==> src/verilog/mips_pkg.sv <==
// shared definitions for the five-stage mips core
// word and register-number types, instruction encodings
// and the enums used by the alu and the forwarding muxes
package mips_pkg;

   typedef logic [31:0] word_t;
   // word address as seen by both memory ports
   typedef logic [29:0] waddr_t;
   typedef logic [4:0]  reg_idx_t;

   typedef enum logic [3:0] {
      alu_add, alu_sub, alu_and, alu_or,
      alu_xor, alu_nor, alu_slt, alu_sltu,
      alu_sll, alu_srl, alu_sra, alu_lui
   } alu_op_t;

   // operand source picked in execute
   typedef enum logic [1:0] {
      fwd_rf, fwd_mem, fwd_wb
   } fwd_sel_t;

   // primary opcodes
   localparam logic [5:0] op_special = 6'h00;
   localparam logic [5:0] op_j       = 6'h02;
   localparam logic [5:0] op_beq     = 6'h04;
   localparam logic [5:0] op_bne     = 6'h05;
   localparam logic [5:0] op_addiu   = 6'h09;
   localparam logic [5:0] op_slti    = 6'h0a;
   localparam logic [5:0] op_andi    = 6'h0c;
   localparam logic [5:0] op_ori     = 6'h0d;
   localparam logic [5:0] op_xori    = 6'h0e;
   localparam logic [5:0] op_lui     = 6'h0f;
   localparam logic [5:0] op_lw      = 6'h23;
   localparam logic [5:0] op_sw      = 6'h2b;

   // funct field of special
   localparam logic [5:0] fn_sll     = 6'h00;
   localparam logic [5:0] fn_srl     = 6'h02;
   localparam logic [5:0] fn_sra     = 6'h03;
   localparam logic [5:0] fn_syscall = 6'h0c;
   localparam logic [5:0] fn_addu    = 6'h21;
   localparam logic [5:0] fn_subu    = 6'h23;
   localparam logic [5:0] fn_and     = 6'h24;
   localparam logic [5:0] fn_or      = 6'h25;
   localparam logic [5:0] fn_xor     = 6'h26;
   localparam logic [5:0] fn_nor     = 6'h27;
   localparam logic [5:0] fn_slt     = 6'h2a;
   localparam logic [5:0] fn_sltu    = 6'h2b;

   localparam reg_idx_t reg_zero  = 5'd0;
   localparam reg_idx_t reg_v0    = 5'd2;
   // exit code in $v0
   localparam word_t    halt_code = 32'd10;

endpackage

==> src/verilog/mips_core.sv <==
`timescale 1ns/1ns
// five-stage in-order mips core
// fetch, decode, execute, memory and writeback with separate
// instruction and data word ports
module mips_core #(
   parameter mips_pkg::word_t text_start = 32'h0040_0000
) (
   input  logic             clk,
   input  logic             rst_b,
   output mips_pkg::waddr_t inst_addr,
   input  mips_pkg::word_t  inst,
   output mips_pkg::waddr_t mem_addr,
   output mips_pkg::word_t  mem_wdata,
   output logic             mem_we,
   input  mips_pkg::word_t  mem_rdata,
   output logic             halted
);
   import mips_pkg::*;

   // fetch to decode
   word_t       pc_id;
   word_t       inst_id;
   // decode outputs
   reg_idx_t    rs;
   reg_idx_t    rt_read;
   reg_idx_t    dest;
   word_t       imm;
   alu_op_t     alu_op;
   logic        use_imm;
   logic        reg_we;
   logic        is_load;
   logic        is_store;
   logic        is_beq;
   logic        is_bne;
   logic        is_jump;
   logic        is_sys;
   logic [25:0] target;
   word_t       rs_data;
   word_t       rt_data;
   // execute outputs
   word_t       ex_result;
   word_t       ex_store_data;
   reg_idx_t    ex_dest;
   logic        ex_reg_we;
   logic        ex_is_load;
   logic        ex_is_store;
   logic        ex_is_sys;
   logic        redirect;
   word_t       redirect_pc;
   // memory and writeback
   reg_idx_t    mem_dest;
   logic        mem_reg_we;
   word_t       mem_result;
   logic        wb_we;
   reg_idx_t    wb_reg;
   word_t       wb_data;
   // hazard unit
   logic        stall;
   logic        flush;
   fwd_sel_t    fwd_a;
   fwd_sel_t    fwd_b;

   // rt is a true source for r-type, branches, stores and syscall
   wire use_rt = !use_imm || is_store;

   mips_fetch #(.text_start(text_start)) u_fetch (.*);
   mips_decode u_decode (.*);
   mips_regfile u_regfile (.rt(rt_read), .*);
   mips_execute u_execute (.*);
   mips_hazard u_hazard (.*);
   mips_memwb u_memwb (.*);

endmodule

==> src/verilog/mips_decode.sv <==
`timescale 1ns/1ns
// decode stage of the mips core
// splits the instruction word, extends the immediate and
// produces the control bits; anything unknown is a no-op
module mips_decode (
   input  mips_pkg::word_t    inst_id,
   output mips_pkg::reg_idx_t rs,
   output mips_pkg::reg_idx_t rt_read,
   output mips_pkg::reg_idx_t dest,
   output mips_pkg::word_t    imm,
   output mips_pkg::alu_op_t  alu_op,
   output logic               use_imm,
   output logic               reg_we,
   output logic               is_load,
   output logic               is_store,
   output logic               is_beq,
   output logic               is_bne,
   output logic               is_jump,
   output logic               is_sys,
   output logic [25:0]        target
);
   import mips_pkg::*;

   logic [5:0] op;
   logic [5:0] funct;
   reg_idx_t   rt;
   logic       zero_ext;

   assign op     = inst_id[31:26];
   assign funct  = inst_id[5:0];
   assign rs     = inst_id[25:21];
   assign rt     = inst_id[20:16];
   assign target = inst_id[25:0];

   // syscall reads $v0 through the rt port so the code rides to writeback
   assign rt_read = is_sys ? reg_v0 : rt;
   // r-type writes rd, i-type writes rt
   assign dest = (op == op_special) ? inst_id[15:11] : rt;

   // logical immediates are zero extended, the rest sign extended
   assign zero_ext = (op == op_andi) || (op == op_ori) || (op == op_xori);
   assign imm = zero_ext ? {16'h0, inst_id[15:0]} : {{16{inst_id[15]}}, inst_id[15:0]};

   always_comb begin
      alu_op   = alu_add;
      use_imm  = 1'b0;
      reg_we   = 1'b0;
      is_load  = 1'b0;
      is_store = 1'b0;
      is_beq   = 1'b0;
      is_bne   = 1'b0;
      is_jump  = 1'b0;
      is_sys   = 1'b0;
      case (op)
         op_special: begin
            reg_we = 1'b1;
            case (funct)
               fn_sll:  alu_op = alu_sll;
               fn_srl:  alu_op = alu_srl;
               fn_sra:  alu_op = alu_sra;
               fn_addu: alu_op = alu_add;
               fn_subu: alu_op = alu_sub;
               fn_and:  alu_op = alu_and;
               fn_or:   alu_op = alu_or;
               fn_xor:  alu_op = alu_xor;
               fn_nor:  alu_op = alu_nor;
               fn_slt:  alu_op = alu_slt;
               fn_sltu: alu_op = alu_sltu;
               fn_syscall: begin
                  reg_we = 1'b0;
                  is_sys = 1'b1;
               end
               default: reg_we = 1'b0;
            endcase
         end
         op_addiu, op_slti, op_andi, op_ori, op_xori, op_lui: begin
            use_imm = 1'b1;
            reg_we  = 1'b1;
            case (op)
               op_slti: alu_op = alu_slt;
               op_andi: alu_op = alu_and;
               op_ori:  alu_op = alu_or;
               op_xori: alu_op = alu_xor;
               op_lui:  alu_op = alu_lui;
               default: alu_op = alu_add;
            endcase
         end
         op_lw: begin
            use_imm = 1'b1;
            reg_we  = 1'b1;
            is_load = 1'b1;
         end
         // store address is rs + offset, data comes from rt
         op_sw: begin
            use_imm  = 1'b1;
            is_store = 1'b1;
         end
         op_beq: is_beq = 1'b1;
         op_bne: is_bne = 1'b1;
         op_j:   is_jump = 1'b1;
         default: ;
      endcase
   end

endmodule

==> src/verilog/mips_execute.sv <==
`timescale 1ns/1ns
// execute stage of the mips core
// decode/execute register, operand forwarding, the alu and
// resolution of beq, bne and j into a pc redirect
module mips_execute (
   input  logic               clk,
   input  logic               rst_b,
   input  logic               stall,
   input  logic               flush,
   input  mips_pkg::reg_idx_t dest,
   input  mips_pkg::word_t    imm,
   input  mips_pkg::alu_op_t  alu_op,
   input  logic               use_imm,
   input  logic               reg_we,
   input  logic               is_load,
   input  logic               is_store,
   input  logic               is_beq,
   input  logic               is_bne,
   input  logic               is_jump,
   input  logic               is_sys,
   input  logic [25:0]        target,
   input  mips_pkg::word_t    rs_data,
   input  mips_pkg::word_t    rt_data,
   input  mips_pkg::fwd_sel_t fwd_a,
   input  mips_pkg::fwd_sel_t fwd_b,
   input  mips_pkg::word_t    mem_result,
   input  mips_pkg::word_t    wb_data,
   input  mips_pkg::word_t    pc_id,
   output mips_pkg::word_t    ex_result,
   output mips_pkg::word_t    ex_store_data,
   output mips_pkg::reg_idx_t ex_dest,
   output logic               ex_reg_we,
   output logic               ex_is_load,
   output logic               ex_is_store,
   output logic               ex_is_sys,
   output logic               redirect,
   output mips_pkg::word_t    redirect_pc
);
   import mips_pkg::*;

   word_t       pc_ex;
   word_t       rs_ex;
   word_t       rt_ex;
   word_t       imm_ex;
   logic [25:0] target_ex;
   alu_op_t     alu_op_ex;
   logic        use_imm_ex;
   fwd_sel_t    fwd_a_ex;
   fwd_sel_t    fwd_b_ex;
   logic        beq_ex;
   logic        bne_ex;
   logic        jump_ex;
   word_t       op_a;
   word_t       op_b_reg;
   word_t       op_b;
   word_t       alu_out;
   word_t       seq_pc;
   logic [4:0]  shamt;

   // controls go to zero on a bubble, payload just follows
   always_ff @(posedge clk or negedge rst_b) begin
      if (!rst_b) begin
         ex_reg_we   <= 1'b0;
         ex_is_load  <= 1'b0;
         ex_is_store <= 1'b0;
         ex_is_sys   <= 1'b0;
         beq_ex      <= 1'b0;
         bne_ex      <= 1'b0;
         jump_ex     <= 1'b0;
      end else if (stall || flush) begin
         ex_reg_we   <= 1'b0;
         ex_is_load  <= 1'b0;
         ex_is_store <= 1'b0;
         ex_is_sys   <= 1'b0;
         beq_ex      <= 1'b0;
         bne_ex      <= 1'b0;
         jump_ex     <= 1'b0;
      end else begin
         ex_reg_we   <= reg_we;
         ex_is_load  <= is_load;
         ex_is_store <= is_store;
         ex_is_sys   <= is_sys;
         beq_ex      <= is_beq;
         bne_ex      <= is_bne;
         jump_ex     <= is_jump;
      end
   end

   always_ff @(posedge clk) begin
      pc_ex      <= pc_id;
      rs_ex      <= rs_data;
      rt_ex      <= rt_data;
      imm_ex     <= imm;
      target_ex  <= target;
      ex_dest    <= dest;
      alu_op_ex  <= alu_op;
      use_imm_ex <= use_imm;
      fwd_a_ex   <= fwd_a;
      fwd_b_ex   <= fwd_b;
   end

   function automatic word_t pick(input fwd_sel_t sel, input word_t rf_val);
      case (sel)
         fwd_mem: return mem_result;
         fwd_wb:  return wb_data;
         default: return rf_val;
      endcase
   endfunction

   always_comb begin
      op_a     = pick(fwd_a_ex, rs_ex);
      op_b_reg = pick(fwd_b_ex, rt_ex);
   end

   assign op_b  = use_imm_ex ? imm_ex : op_b_reg;
   // shamt sits in bits 10:6 of the extended immediate
   assign shamt = imm_ex[10:6];

   always_comb begin
      case (alu_op_ex)
         alu_sub:  alu_out = op_a - op_b;
         alu_and:  alu_out = op_a & op_b;
         alu_or:   alu_out = op_a | op_b;
         alu_xor:  alu_out = op_a ^ op_b;
         alu_nor:  alu_out = ~(op_a | op_b);
         alu_slt:  alu_out = {31'b0, $signed(op_a) < $signed(op_b)};
         alu_sltu: alu_out = {31'b0, op_a < op_b};
         alu_sll:  alu_out = op_b << shamt;
         alu_srl:  alu_out = op_b >> shamt;
         alu_sra:  alu_out = word_t'($signed(op_b) >>> shamt);
         alu_lui:  alu_out = {op_b[15:0], 16'h0};
         default:  alu_out = op_a + op_b;
      endcase
   end

   // syscall carries $v0 down the result path for the halt check
   assign ex_result     = ex_is_sys ? op_b_reg : alu_out;
   assign ex_store_data = op_b_reg;

   assign seq_pc   = pc_ex + 32'd4;
   assign redirect = jump_ex || (beq_ex && op_a == op_b_reg) || (bne_ex && op_a != op_b_reg);
   assign redirect_pc = jump_ex ? {seq_pc[31:28], target_ex, 2'b00}
                                : seq_pc + {imm_ex[29:0], 2'b00};

   // the slot behind a taken branch or jump is flushed and never redirects
   assert property (@(posedge clk) disable iff (!rst_b) redirect |=> !redirect)
      else $error("redirect raised by a bubble in execute");

endmodule

==> src/verilog/mips_fetch.sv <==
`timescale 1ns/1ns
// fetch stage of the mips core
// owns the pc and the fetch/decode register, and applies
// redirects, load-use holds, flushes and the halt freeze
module mips_fetch #(
   parameter mips_pkg::word_t text_start = 32'h0040_0000
) (
   input  logic             clk,
   input  logic             rst_b,
   input  logic             stall,
   input  logic             flush,
   input  logic             halted,
   input  logic             redirect,
   input  mips_pkg::word_t  redirect_pc,
   input  mips_pkg::word_t  inst,
   output mips_pkg::waddr_t inst_addr,
   output mips_pkg::word_t  pc_id,
   output mips_pkg::word_t  inst_id
);
   import mips_pkg::*;

   word_t pc;

   assign inst_addr = pc[31:2];

   // halt freezes everything, a redirect beats the sequential step
   always_ff @(posedge clk or negedge rst_b) begin
      if (!rst_b) begin
         pc <= text_start;
      end else if (!halted) begin
         if (redirect) begin
            pc <= redirect_pc;
         end else if (!stall) begin
            pc <= pc + 32'd4;
         end
      end
   end

   // a zero word is sll $0,$0,0, which is a no-op
   always_ff @(posedge clk or negedge rst_b) begin
      if (!rst_b) begin
         inst_id <= '0;
      end else if (flush) begin
         inst_id <= '0;
      end else if (!stall && !halted) begin
         inst_id <= inst;
      end
   end

   always_ff @(posedge clk) begin
      if (!stall && !halted) begin
         pc_id <= pc;
      end
   end

   // redirect targets come from execute and must stay aligned
   assert property (@(posedge clk) disable iff (!rst_b) pc[1:0] == 2'b00)
      else $error("pc not word aligned: %h", pc);

endmodule

==> src/verilog/mips_hazard.sv <==
`timescale 1ns/1ns
// hazard unit of the mips core
// picks operand forwarding for the instruction in decode,
// detects load-use stalls and flushes on a redirect
module mips_hazard (
   input  mips_pkg::reg_idx_t rs,
   input  mips_pkg::reg_idx_t rt_read,
   input  logic               use_rt,
   input  mips_pkg::reg_idx_t ex_dest,
   input  logic               ex_reg_we,
   input  logic               ex_is_load,
   input  mips_pkg::reg_idx_t mem_dest,
   input  logic               mem_reg_we,
   input  mips_pkg::reg_idx_t wb_reg,
   input  logic               wb_we,
   input  logic               redirect,
   output logic               stall,
   output logic               flush,
   output mips_pkg::fwd_sel_t fwd_a,
   output mips_pkg::fwd_sel_t fwd_b
);
   import mips_pkg::*;

   // selects are registered with the operand, so a producer now in
   // execute will be in memory when the consumer executes
   function automatic fwd_sel_t select(input reg_idx_t src);
      if (src == reg_zero) begin
         return fwd_rf;
      end else if (ex_reg_we && ex_dest == src) begin
         return fwd_mem;
      end else if (mem_reg_we && mem_dest == src) begin
         return fwd_wb;
      end
      // a producer now in writeback reaches decode through the regfile write-through
      return fwd_rf;
   endfunction

   always_comb begin
      fwd_a = select(rs);
      fwd_b = select(rt_read);
   end

   // load data only exists from memory onward, so hold one cycle
   assign stall = ex_is_load && ex_reg_we && ex_dest != reg_zero &&
                  (ex_dest == rs || (use_rt && ex_dest == rt_read));
   assign flush = redirect;

   // a load and a branch never share the execute stage
   always_comb begin
      assert final (!(stall && flush))
         else $error("stall and flush raised together");
   end

endmodule

==> src/verilog/mips_memwb.sv <==
`timescale 1ns/1ns
// memory and writeback stages of the mips core
// drives the data port, picks load data or alu result for
// writeback and latches the syscall halt
module mips_memwb (
   input  logic               clk,
   input  logic               rst_b,
   input  mips_pkg::word_t    ex_result,
   input  mips_pkg::word_t    ex_store_data,
   input  mips_pkg::reg_idx_t ex_dest,
   input  logic               ex_reg_we,
   input  logic               ex_is_load,
   input  logic               ex_is_store,
   input  logic               ex_is_sys,
   output mips_pkg::waddr_t   mem_addr,
   output mips_pkg::word_t    mem_wdata,
   output logic               mem_we,
   input  mips_pkg::word_t    mem_rdata,
   output mips_pkg::reg_idx_t mem_dest,
   output logic               mem_reg_we,
   output mips_pkg::word_t    mem_result,
   output logic               wb_we,
   output mips_pkg::reg_idx_t wb_reg,
   output mips_pkg::word_t    wb_data,
   output logic               halted
);
   import mips_pkg::*;

   word_t alu_mem;
   logic  load_mem;
   logic  store_mem;
   logic  sys_mem;
   logic  we_wb;
   logic  sys_wb;
   logic  halt_now;

   always_ff @(posedge clk or negedge rst_b) begin
      if (!rst_b) begin
         mem_reg_we <= 1'b0;
         load_mem   <= 1'b0;
         store_mem  <= 1'b0;
         sys_mem    <= 1'b0;
         we_wb      <= 1'b0;
         sys_wb     <= 1'b0;
         halted     <= 1'b0;
      end else begin
         mem_reg_we <= ex_reg_we;
         load_mem   <= ex_is_load;
         store_mem  <= ex_is_store;
         sys_mem    <= ex_is_sys;
         we_wb      <= mem_reg_we;
         sys_wb     <= sys_mem;
         if (halt_now) begin
            halted <= 1'b1;
         end
      end
   end

   always_ff @(posedge clk) begin
      alu_mem   <= ex_result;
      mem_wdata <= ex_store_data;
      mem_dest  <= ex_dest;
      wb_data   <= mem_result;
      wb_reg    <= mem_dest;
   end

   assign mem_addr   = alu_mem[31:2];
   assign mem_result = load_mem ? mem_rdata : alu_mem;

   // for a syscall wb_data holds the $v0 it read
   assign halt_now = sys_wb && wb_data == halt_code;
   // the store right behind a halting syscall is already in memory
   assign mem_we = store_mem && !halted && !halt_now;
   assign wb_we  = we_wb && !halted;

   // a syscall only carries $v0, never a data access or a register write
   assert property (@(posedge clk) disable iff (!rst_b)
                    sys_mem |-> !store_mem && !load_mem && !mem_reg_we)
      else $error("syscall in memory with a data access or register write");

endmodule

==> src/verilog/mips_regfile.sv <==
`timescale 1ns/1ns
// 32-entry register file, two read ports and one write port
// a read of the register written this cycle sees the new value
module mips_regfile (
   input  logic               clk,
   input  logic               rst_b,
   input  mips_pkg::reg_idx_t rs,
   input  mips_pkg::reg_idx_t rt,
   output mips_pkg::word_t    rs_data,
   output mips_pkg::word_t    rt_data,
   input  logic               wb_we,
   input  mips_pkg::reg_idx_t wb_reg,
   input  mips_pkg::word_t    wb_data
);
   import mips_pkg::*;

   word_t regs [32];

   // cleared on reset so each program starts from zeroed registers
   always_ff @(posedge clk or negedge rst_b) begin
      if (!rst_b) begin
         for (int i = 0; i < 32; i++) begin
            regs[i] <= '0;
         end
      end else if (wb_we && wb_reg != reg_zero) begin
         regs[wb_reg] <= wb_data;
      end
   end

   function automatic word_t read_port(input reg_idx_t idx);
      if (idx == reg_zero) begin
         return '0;
      end
      // bypass the same-cycle writeback
      if (wb_we && wb_reg == idx) begin
         return wb_data;
      end
      return regs[idx];
   endfunction

   always_comb begin
      rs_data = read_port(rs);
      rt_data = read_port(rt);
   end

endmodule
==> config.mk <==
export PLATFORM = sky130hd
export DESIGN_NAME = mips_core
export DESIGN_NICKNAME = d
export VERILOG_FILES = /design/src/verilog/mips_pkg.sv /design/src/verilog/mips_core.sv /design/src/verilog/mips_decode.sv /design/src/verilog/mips_execute.sv /design/src/verilog/mips_fetch.sv /design/src/verilog/mips_hazard.sv /design/src/verilog/mips_memwb.sv /design/src/verilog/mips_regfile.sv
export SDC_FILE = /design/constraint.sdc
export NUM_CORES = 2
export LEC_CHECK = 0
export BUFFER_PORTS_ARGS = -buffer_cell sky130_fd_sc_hd__buf_4
export CORE_MARGIN = 1
export CORE_UTILIZATION = 45
export DETAILED_ROUTE_END_ITERATION = 10
export PLACE_DENSITY = 0.69
export SLEW_MARGIN = 10
export SYNTH_ARGS = -nofsm -noshare
export SYNTH_HDL_FRONTEND = slang
export SYNTH_HIERARCHICAL = 1
export SYNTH_SLANG_ARGS = --single-unit
export TNS_END_PERCENT = 5
==> constraint.sdc <==
create_clock -name clk -period 6 [get_ports clk]
set_clock_uncertainty 0.15 [all_clocks]
set_input_delay 1.2 -clock clk [delete_from_list [all_inputs] [get_ports clk]]
set_output_delay 1.2 -clock clk [all_outputs]
set_load 0.1 [all_outputs]
After elaboration in Yosys (flattened, before gate mapping)

Cells that the tools add are included.

Latch bits: 0
Memories: 0
Bits in read-only memories: 0
Input bits: 66
Output and inout bits: 94
Memory bits (writable): 0
Word-level logic and storage cells: 250
Register bits: 1393

Bitwise gates (word level): 10
Divide/modulo/power cells: 0
Multipliers: 0
Add/subtract/negate cells: 5
$lt $le $gt $ge: 6
Equality and inequality tests: 47
Multiplexer cells: 66
Reduce and logical (&&, ||, !) cells: 46
Shift-type cells: 3

Operators with widths:

| operator              | number |
|---|---|
| $bwmux 1024           | 1 |
| $mux 32               | 21 |
| $pmux 32 s11          | 1 |
| $bmux 32 s5           | 2 |
| $demux 32 s5          | 1 |
| $pmux 32 s2           | 2 |
| $add 32x3->32 const B | 2 |
| $add 32x32->32        | 2 |
| $lt 32x32->1          | 2 |
| $eq 6x6->1 const B    | 10 |
| $eq 6x4->1 const B    | 7 |
| $pmux 4 s10           | 1 |
| $and 32x32->32        | 1 |
| $eq 32x32->1          | 1 |
| $eq 32x4->1 const B   | 1 |
| $ne 32x32->1          | 1 |
| $not 32->32           | 1 |
| $or 32x32->32         | 1 |
| $shl 32x5->32         | 1 |
| $shr 32x5->32         | 1 |
| $sshr 32x5->32        | 1 |
| $sub 32x32->32        | 1 |
| $xor 32x32->32        | 1 |
| $eq 5x5->1            | 6 |
| 33 further kinds      | 114 |

Depth between registers and ports, before layout

Depth after elaboration: 12
Gate-level depth with buffers: 22
Mapped depth without buffers: 21

Cells and area by module

Netlist, hierarchy kept.

By module, submodules not included:

| module       | area each (µm²) | cells an instance | times used | seq. area each (µm²) |
|---|---|---|---|---|
| mips_regfile | 55988.7         | 3920              | 1          | 25624.6 |
| mips_execute | 17569.4         | 2278              | 1          | 3538.4 |
| mips_fetch   | 4652.0          | 471               | 1          | 2563.7 |
| mips_memwb   | 3030.4          | 194               | 1          | 2297.2 |
| mips_decode  | 967.2           | 131               | 1          | 0.0 |
| mips_hazard  | 314.1           | 45                | 1          | 0.0 |
| mips_core    | 6.3             | 1                 | 1          | 0.0 |

Least setup slack after synthesis

OpenSTA, ideal clock, no wires.

Path kind: input to register
Start point: input port mem_rdata[17]
End point: register u_memwb.alu_mem[30]
Arrival time: 4.484 ns
Slack: 1.281 ns
Stages: 17
Buffers on the path: 1
Required time: 5.764 ns
Setup time: 0.086 ns
Path through: mux2_2 a22oi_1 nor2_1 a21oi_1 inv_1 ha_1 buf_2 nand2_1 or3_1 or2_2 o22ai_1 a311oi_1 nor3_2 a211oi_1 nor3_1 mux2_2 a211oi_1

Cells in the longest elaborated chain, start to end: 6
Elaborated cells on any way between the ends: 11
Those cells by class: add/sub (2); shift (3); mux (6)

Ends and longest elaborated chain:

| element                                      | RTL line            | text |
|---|---|---|
| from (decl)                                  | mips_core.sv:15     | `input mips_pkg::word_t mem_rdata,` |
| $mux 32 *                                    | mips_memwb.sv:68    | `assign mem_result = load_mem ? mem_rdata : alu_mem;` |
| $pmux 32 s2                                  | mips_execute.sv:103 | `case (sel)` |
| $mux 32                                      | mips_execute.sv:115 | `assign op_b = use_imm_ex ? imm_ex : op_b_reg;` |
| $add 32x32->32, or another cell as far along | mips_execute.sv:132 | `default: alu_out = op_a + op_b;` |
| $pmux 32 s11 *                               | mips_execute.sv:120 | `case (alu_op_ex)` |
| $mux 32 *                                    | mips_execute.sv:137 | `assign ex_result = ex_is_sys ? op_b_reg : alu_out;` |
| named net ex_result[30]                      | mips_core.sv:41     | `word_t ex_result;` |
| to (signal assigned)                         | mips_memwb.sv:60    | `alu_mem <= ex_result;` |
| to (decl)                                    | mips_memwb.sv:29    | `word_t alu_mem;` |

Mark *: on every way through the listed nets, which the timed path passes. The rest lies on a longest branch.
A chain may end at the register's enable or synchronous reset.

Worst setup path in the final report

Start point: register u_memwb.load_mem
End point: register u_memwb.alu_mem[21]

Elaborated cells on any way between the ends: 15
Those cells by class: add/sub (2); shift (3); mux (6); bitwise (4)

RTL lines:

| element                                      | RTL line            | text |
|---|---|---|
| from (decl)                                  | mips_memwb.sv:30    | `logic load_mem;` |
| from (signal assigned)                       | mips_memwb.sv:48    | `load_mem <= ex_is_load;` |
| $mux 32 *                                    | mips_memwb.sv:68    |  |
| named net mem_result[5]                      | mips_core.sv:53     | `word_t mem_result;` |
| $pmux 32 s2                                  | mips_execute.sv:103 |  |
| $mux 32                                      | mips_execute.sv:115 |  |
| $add 32x32->32, or another cell as far along | mips_execute.sv:132 |  |
| $pmux 32 s11 *                               | mips_execute.sv:120 |  |
| $mux 32 *                                    | mips_execute.sv:137 |  |
| named net ex_result[21]                      | mips_core.sv:41     |  |

Marked as above.

==> flow_metrics.py <==
metrics = {
    "finish": {
        "num-nets-final": 7107,
        "final_util": 0.498,
        "largest_register_ffs": 1024,
        "drive_gt1_frac": 0.350,
        "stdcell_count": 9403,
        "n_fill_cell": 15900,
        "final_cell_area_um2": 90300,
        "syn_to_final_growth_pct": 9.62,
        "regMostFlops": "u_regfile/regs",
    },
    "worst_hold_path": {
        "whs_path_depth": 0,
        "min_to": "u_execute/pc_ex[19]",
        "hold_path.class": "reg -> reg",
        "hp-start": "u_fetch/pc_id[19]",
    },
    "die": {
        "ios": 160,
        "start_util": 0.454,
        "coreArea_um2": 181000,
        "num_rows": 156,
        "die_height_um": 430,
        "die_w_um": 430,
        "die_area_um2": 185000,
    },
    "cts": {
        "cts-resized-gates": 0,
        "cts_made_buffers": 156,
        "clockBufferDepth": 3,
        "clock_sinks": 1402,
        "clock-root-buffer": "clkbuf_16",
        "cts_setup_buffers": 0,
        "cts_tree": "built",
        "clk-insertion-delay-late_ns": 0.83,
        "holdBufCountCts": 0,
        "htree_levels": 4,
        "clk_pin_slew_worst_paths_ns": 0.07,
    },
    "grt": {
        "grt_overflow": 0,
        "grt_max_degree": 151,
        "antenna_found_initial": 16,
        "grt_pass1_wl_um": 452000,
        "grt_usage": 0.335,
        "grt_pass1_vias": 62800,
    },
    "power": {
        "power_mw": 32.0,
        "p_per_area_nw_per_um2": 355,
        "p_leak_nw": 40.0,
        "ir_drop_v": 0.000310,
    },
    "sta": {
        "rsz0062_at_grt": "false",
        "slew_headroom": 0.0899,
        "setup-tns-final_ns": 0,
        "hold_viol": 0,
        "drv_slew": 0,
        "setup_viol": 0,
        "worst_slew_pin_slew_ns": 1.36,
        "fin_ws_ns": 0.268,
        "timing.final.crit_share": 0.955,
        "period_needed_ns": 5.73,
        "holdWs_ns": 0.188,
        "max_freq_mhz": 174,
    },
    "placed_design": {
        "dp_worst_setup_slack_ns": 0.256,
        "dpl.hpwl_um": 214000,
        "gp_congestion": 1.08,
        "dpl.cell_count": 9116,
        "io_buffers": 159,
        "dpl_cell_area_um2": 85200,
    },
    "worst_setup_path": {
        "slowest_delay_ns": 0.78,
        "crit_path_end_kind": "flip-flop",
        "path_common_cell": "buf_4",
        "crit_arrival_ns": 6.23,
        "rr_startpoint": "u_memwb/load_mem",
        "cp_slowest_cell": "dfrtp_2",
        "start_kind": "flip-flop",
        "cp_cell_sequence": "buf_4 > mux2_2 > a22oi_1 > nor2_1 > a21oi_1 > inv_1 > ha_1 > or3b_2 > nand3_1 > a211oi_1 > o31ai_1 > buf_4 > o211ai_1 > buf_4 > xnor2_1 > nor2_1 > nor4_1 > a221oi_1",
        "crit_type": "reg -> reg",
        "ff2ff_setup_slack_ns": 0.27,
        "r2r-end": "u_memwb/alu_mem[21]",
        "ff2ff_path_depth": 18,
        "required_ns": 6.50,
        "cp_max_fo": 23,
    },
    "route": {
        "drtAntennaViolNets": 0,
        "drt-initial-drc-count": 8299,
        "wl_um": 316000,
        "route.vias.total": 64000,
        "vias_per_cell": 6.80,
        "wl_per_cell_um": 33.6,
        "drc": 0,
        "firstDrtPassIters": 6,
    },
    "logic_synthesis": {
        "avgSynthCellArea_um2": 11.7,
        "syn-num-nets": 7229,
        "syn_area_um2": 82300,
        "yosysWarnings": 6,
        "synth_cells": 7026,
    },
    "outcome": {
        "outcome": "complete, no violations",
    },
    "job": {
        "drv_cap": 0,
    },
}
cell type report:
type	count	area (um2)	area share
repair buffers	468	3810	0.0422
flip-flops and latches	1402	33900	0.376
diodes	6	15.0	0.000166
clock buffers	234	4540	0.0503
well taps	2370	2970	0.0329
multi-input cells	4714	43900	0.486
clock inverters	47	554	0.00614
inverters	162	608	0.00674
worst max-delay path by stage:
| stage | from | end | slack [ns] | cells past startpoint |
|---|---|---|---|---|
| after floorplan | mem_rdata[17] | u_memwb/alu_mem[30] | 1.28 | 17 |
| after global placement | mem_rdata[2] | u_memwb/alu_mem[21] | 0.20 | 18 |
| after detailed placement | mem_rdata[6] | u_memwb/alu_mem[21] | 0.26 | 18 |
| after CTS | u_memwb/load_mem | u_memwb/alu_mem[21] | 0.44 | 18 |
| after global routing | u_memwb/load_mem | u_memwb/alu_mem[21] | 0.14 | 18 |
| final | u_memwb/load_mem | u_memwb/alu_mem[21] | 0.27 | 18 |
placed cells by master (no fill, tap or decap), types with 33 or more instances in the layout:
cell          n
xnor2_1     136
dfxtp_1     266
buf_4       444
dfrtp_1    1094
clkbuf_1     46
inv_1       152
o21ai_0     154
nor4_1       50
nor2_1      314
a211oi_1     73
a221oi_1     95
a22oi_1      83
nand2b_1     37
a21oi_1     260
nand2_1     324
xor2_1       34
o22ai_1     129
mux4_2      379
nand4_1      35
nor2b_1      62
ha_1        132
clkbuf_16   158
nand3_1      71
mux2_2     1159
nor3_1      154
mux2i_1     334
and3_1       33
per-layer routing:
layer  vias to the layer above  global-route usage  wire, um
met4                        12               0.216     23200
met3                      1057              0.0890     35300
li1                      26000                   -         -
met5                         -                   0        79
met2                      4196               0.495    137000
met1                     32700               0.435    120000
critical path, delay by kind of cell (launching register included):
kind / cells / cell delay, ns
AO/OA/AOI/OAI: 6 / 1.22
XOR/XNOR: 1 / 0.27
adder cells (fa/ha/maj): 1 / 0.48
buffers and inverters: 4 / 0.79
flip-flops: 1 / 0.78
multiplexers: 1 / 0.39
AND/OR/NAND/NOR: 5 / 1.43
power by group:
group	switching [mW]	internal (mW)	total, mW
Clock	4.14	5.55	9.69
Sequential	1.35	10.9	12.3
Combinational	6.50	3.55	10.1
Total	12.0	20.0	32.0
No activity file was read; power rests on OpenSTA's default activity.
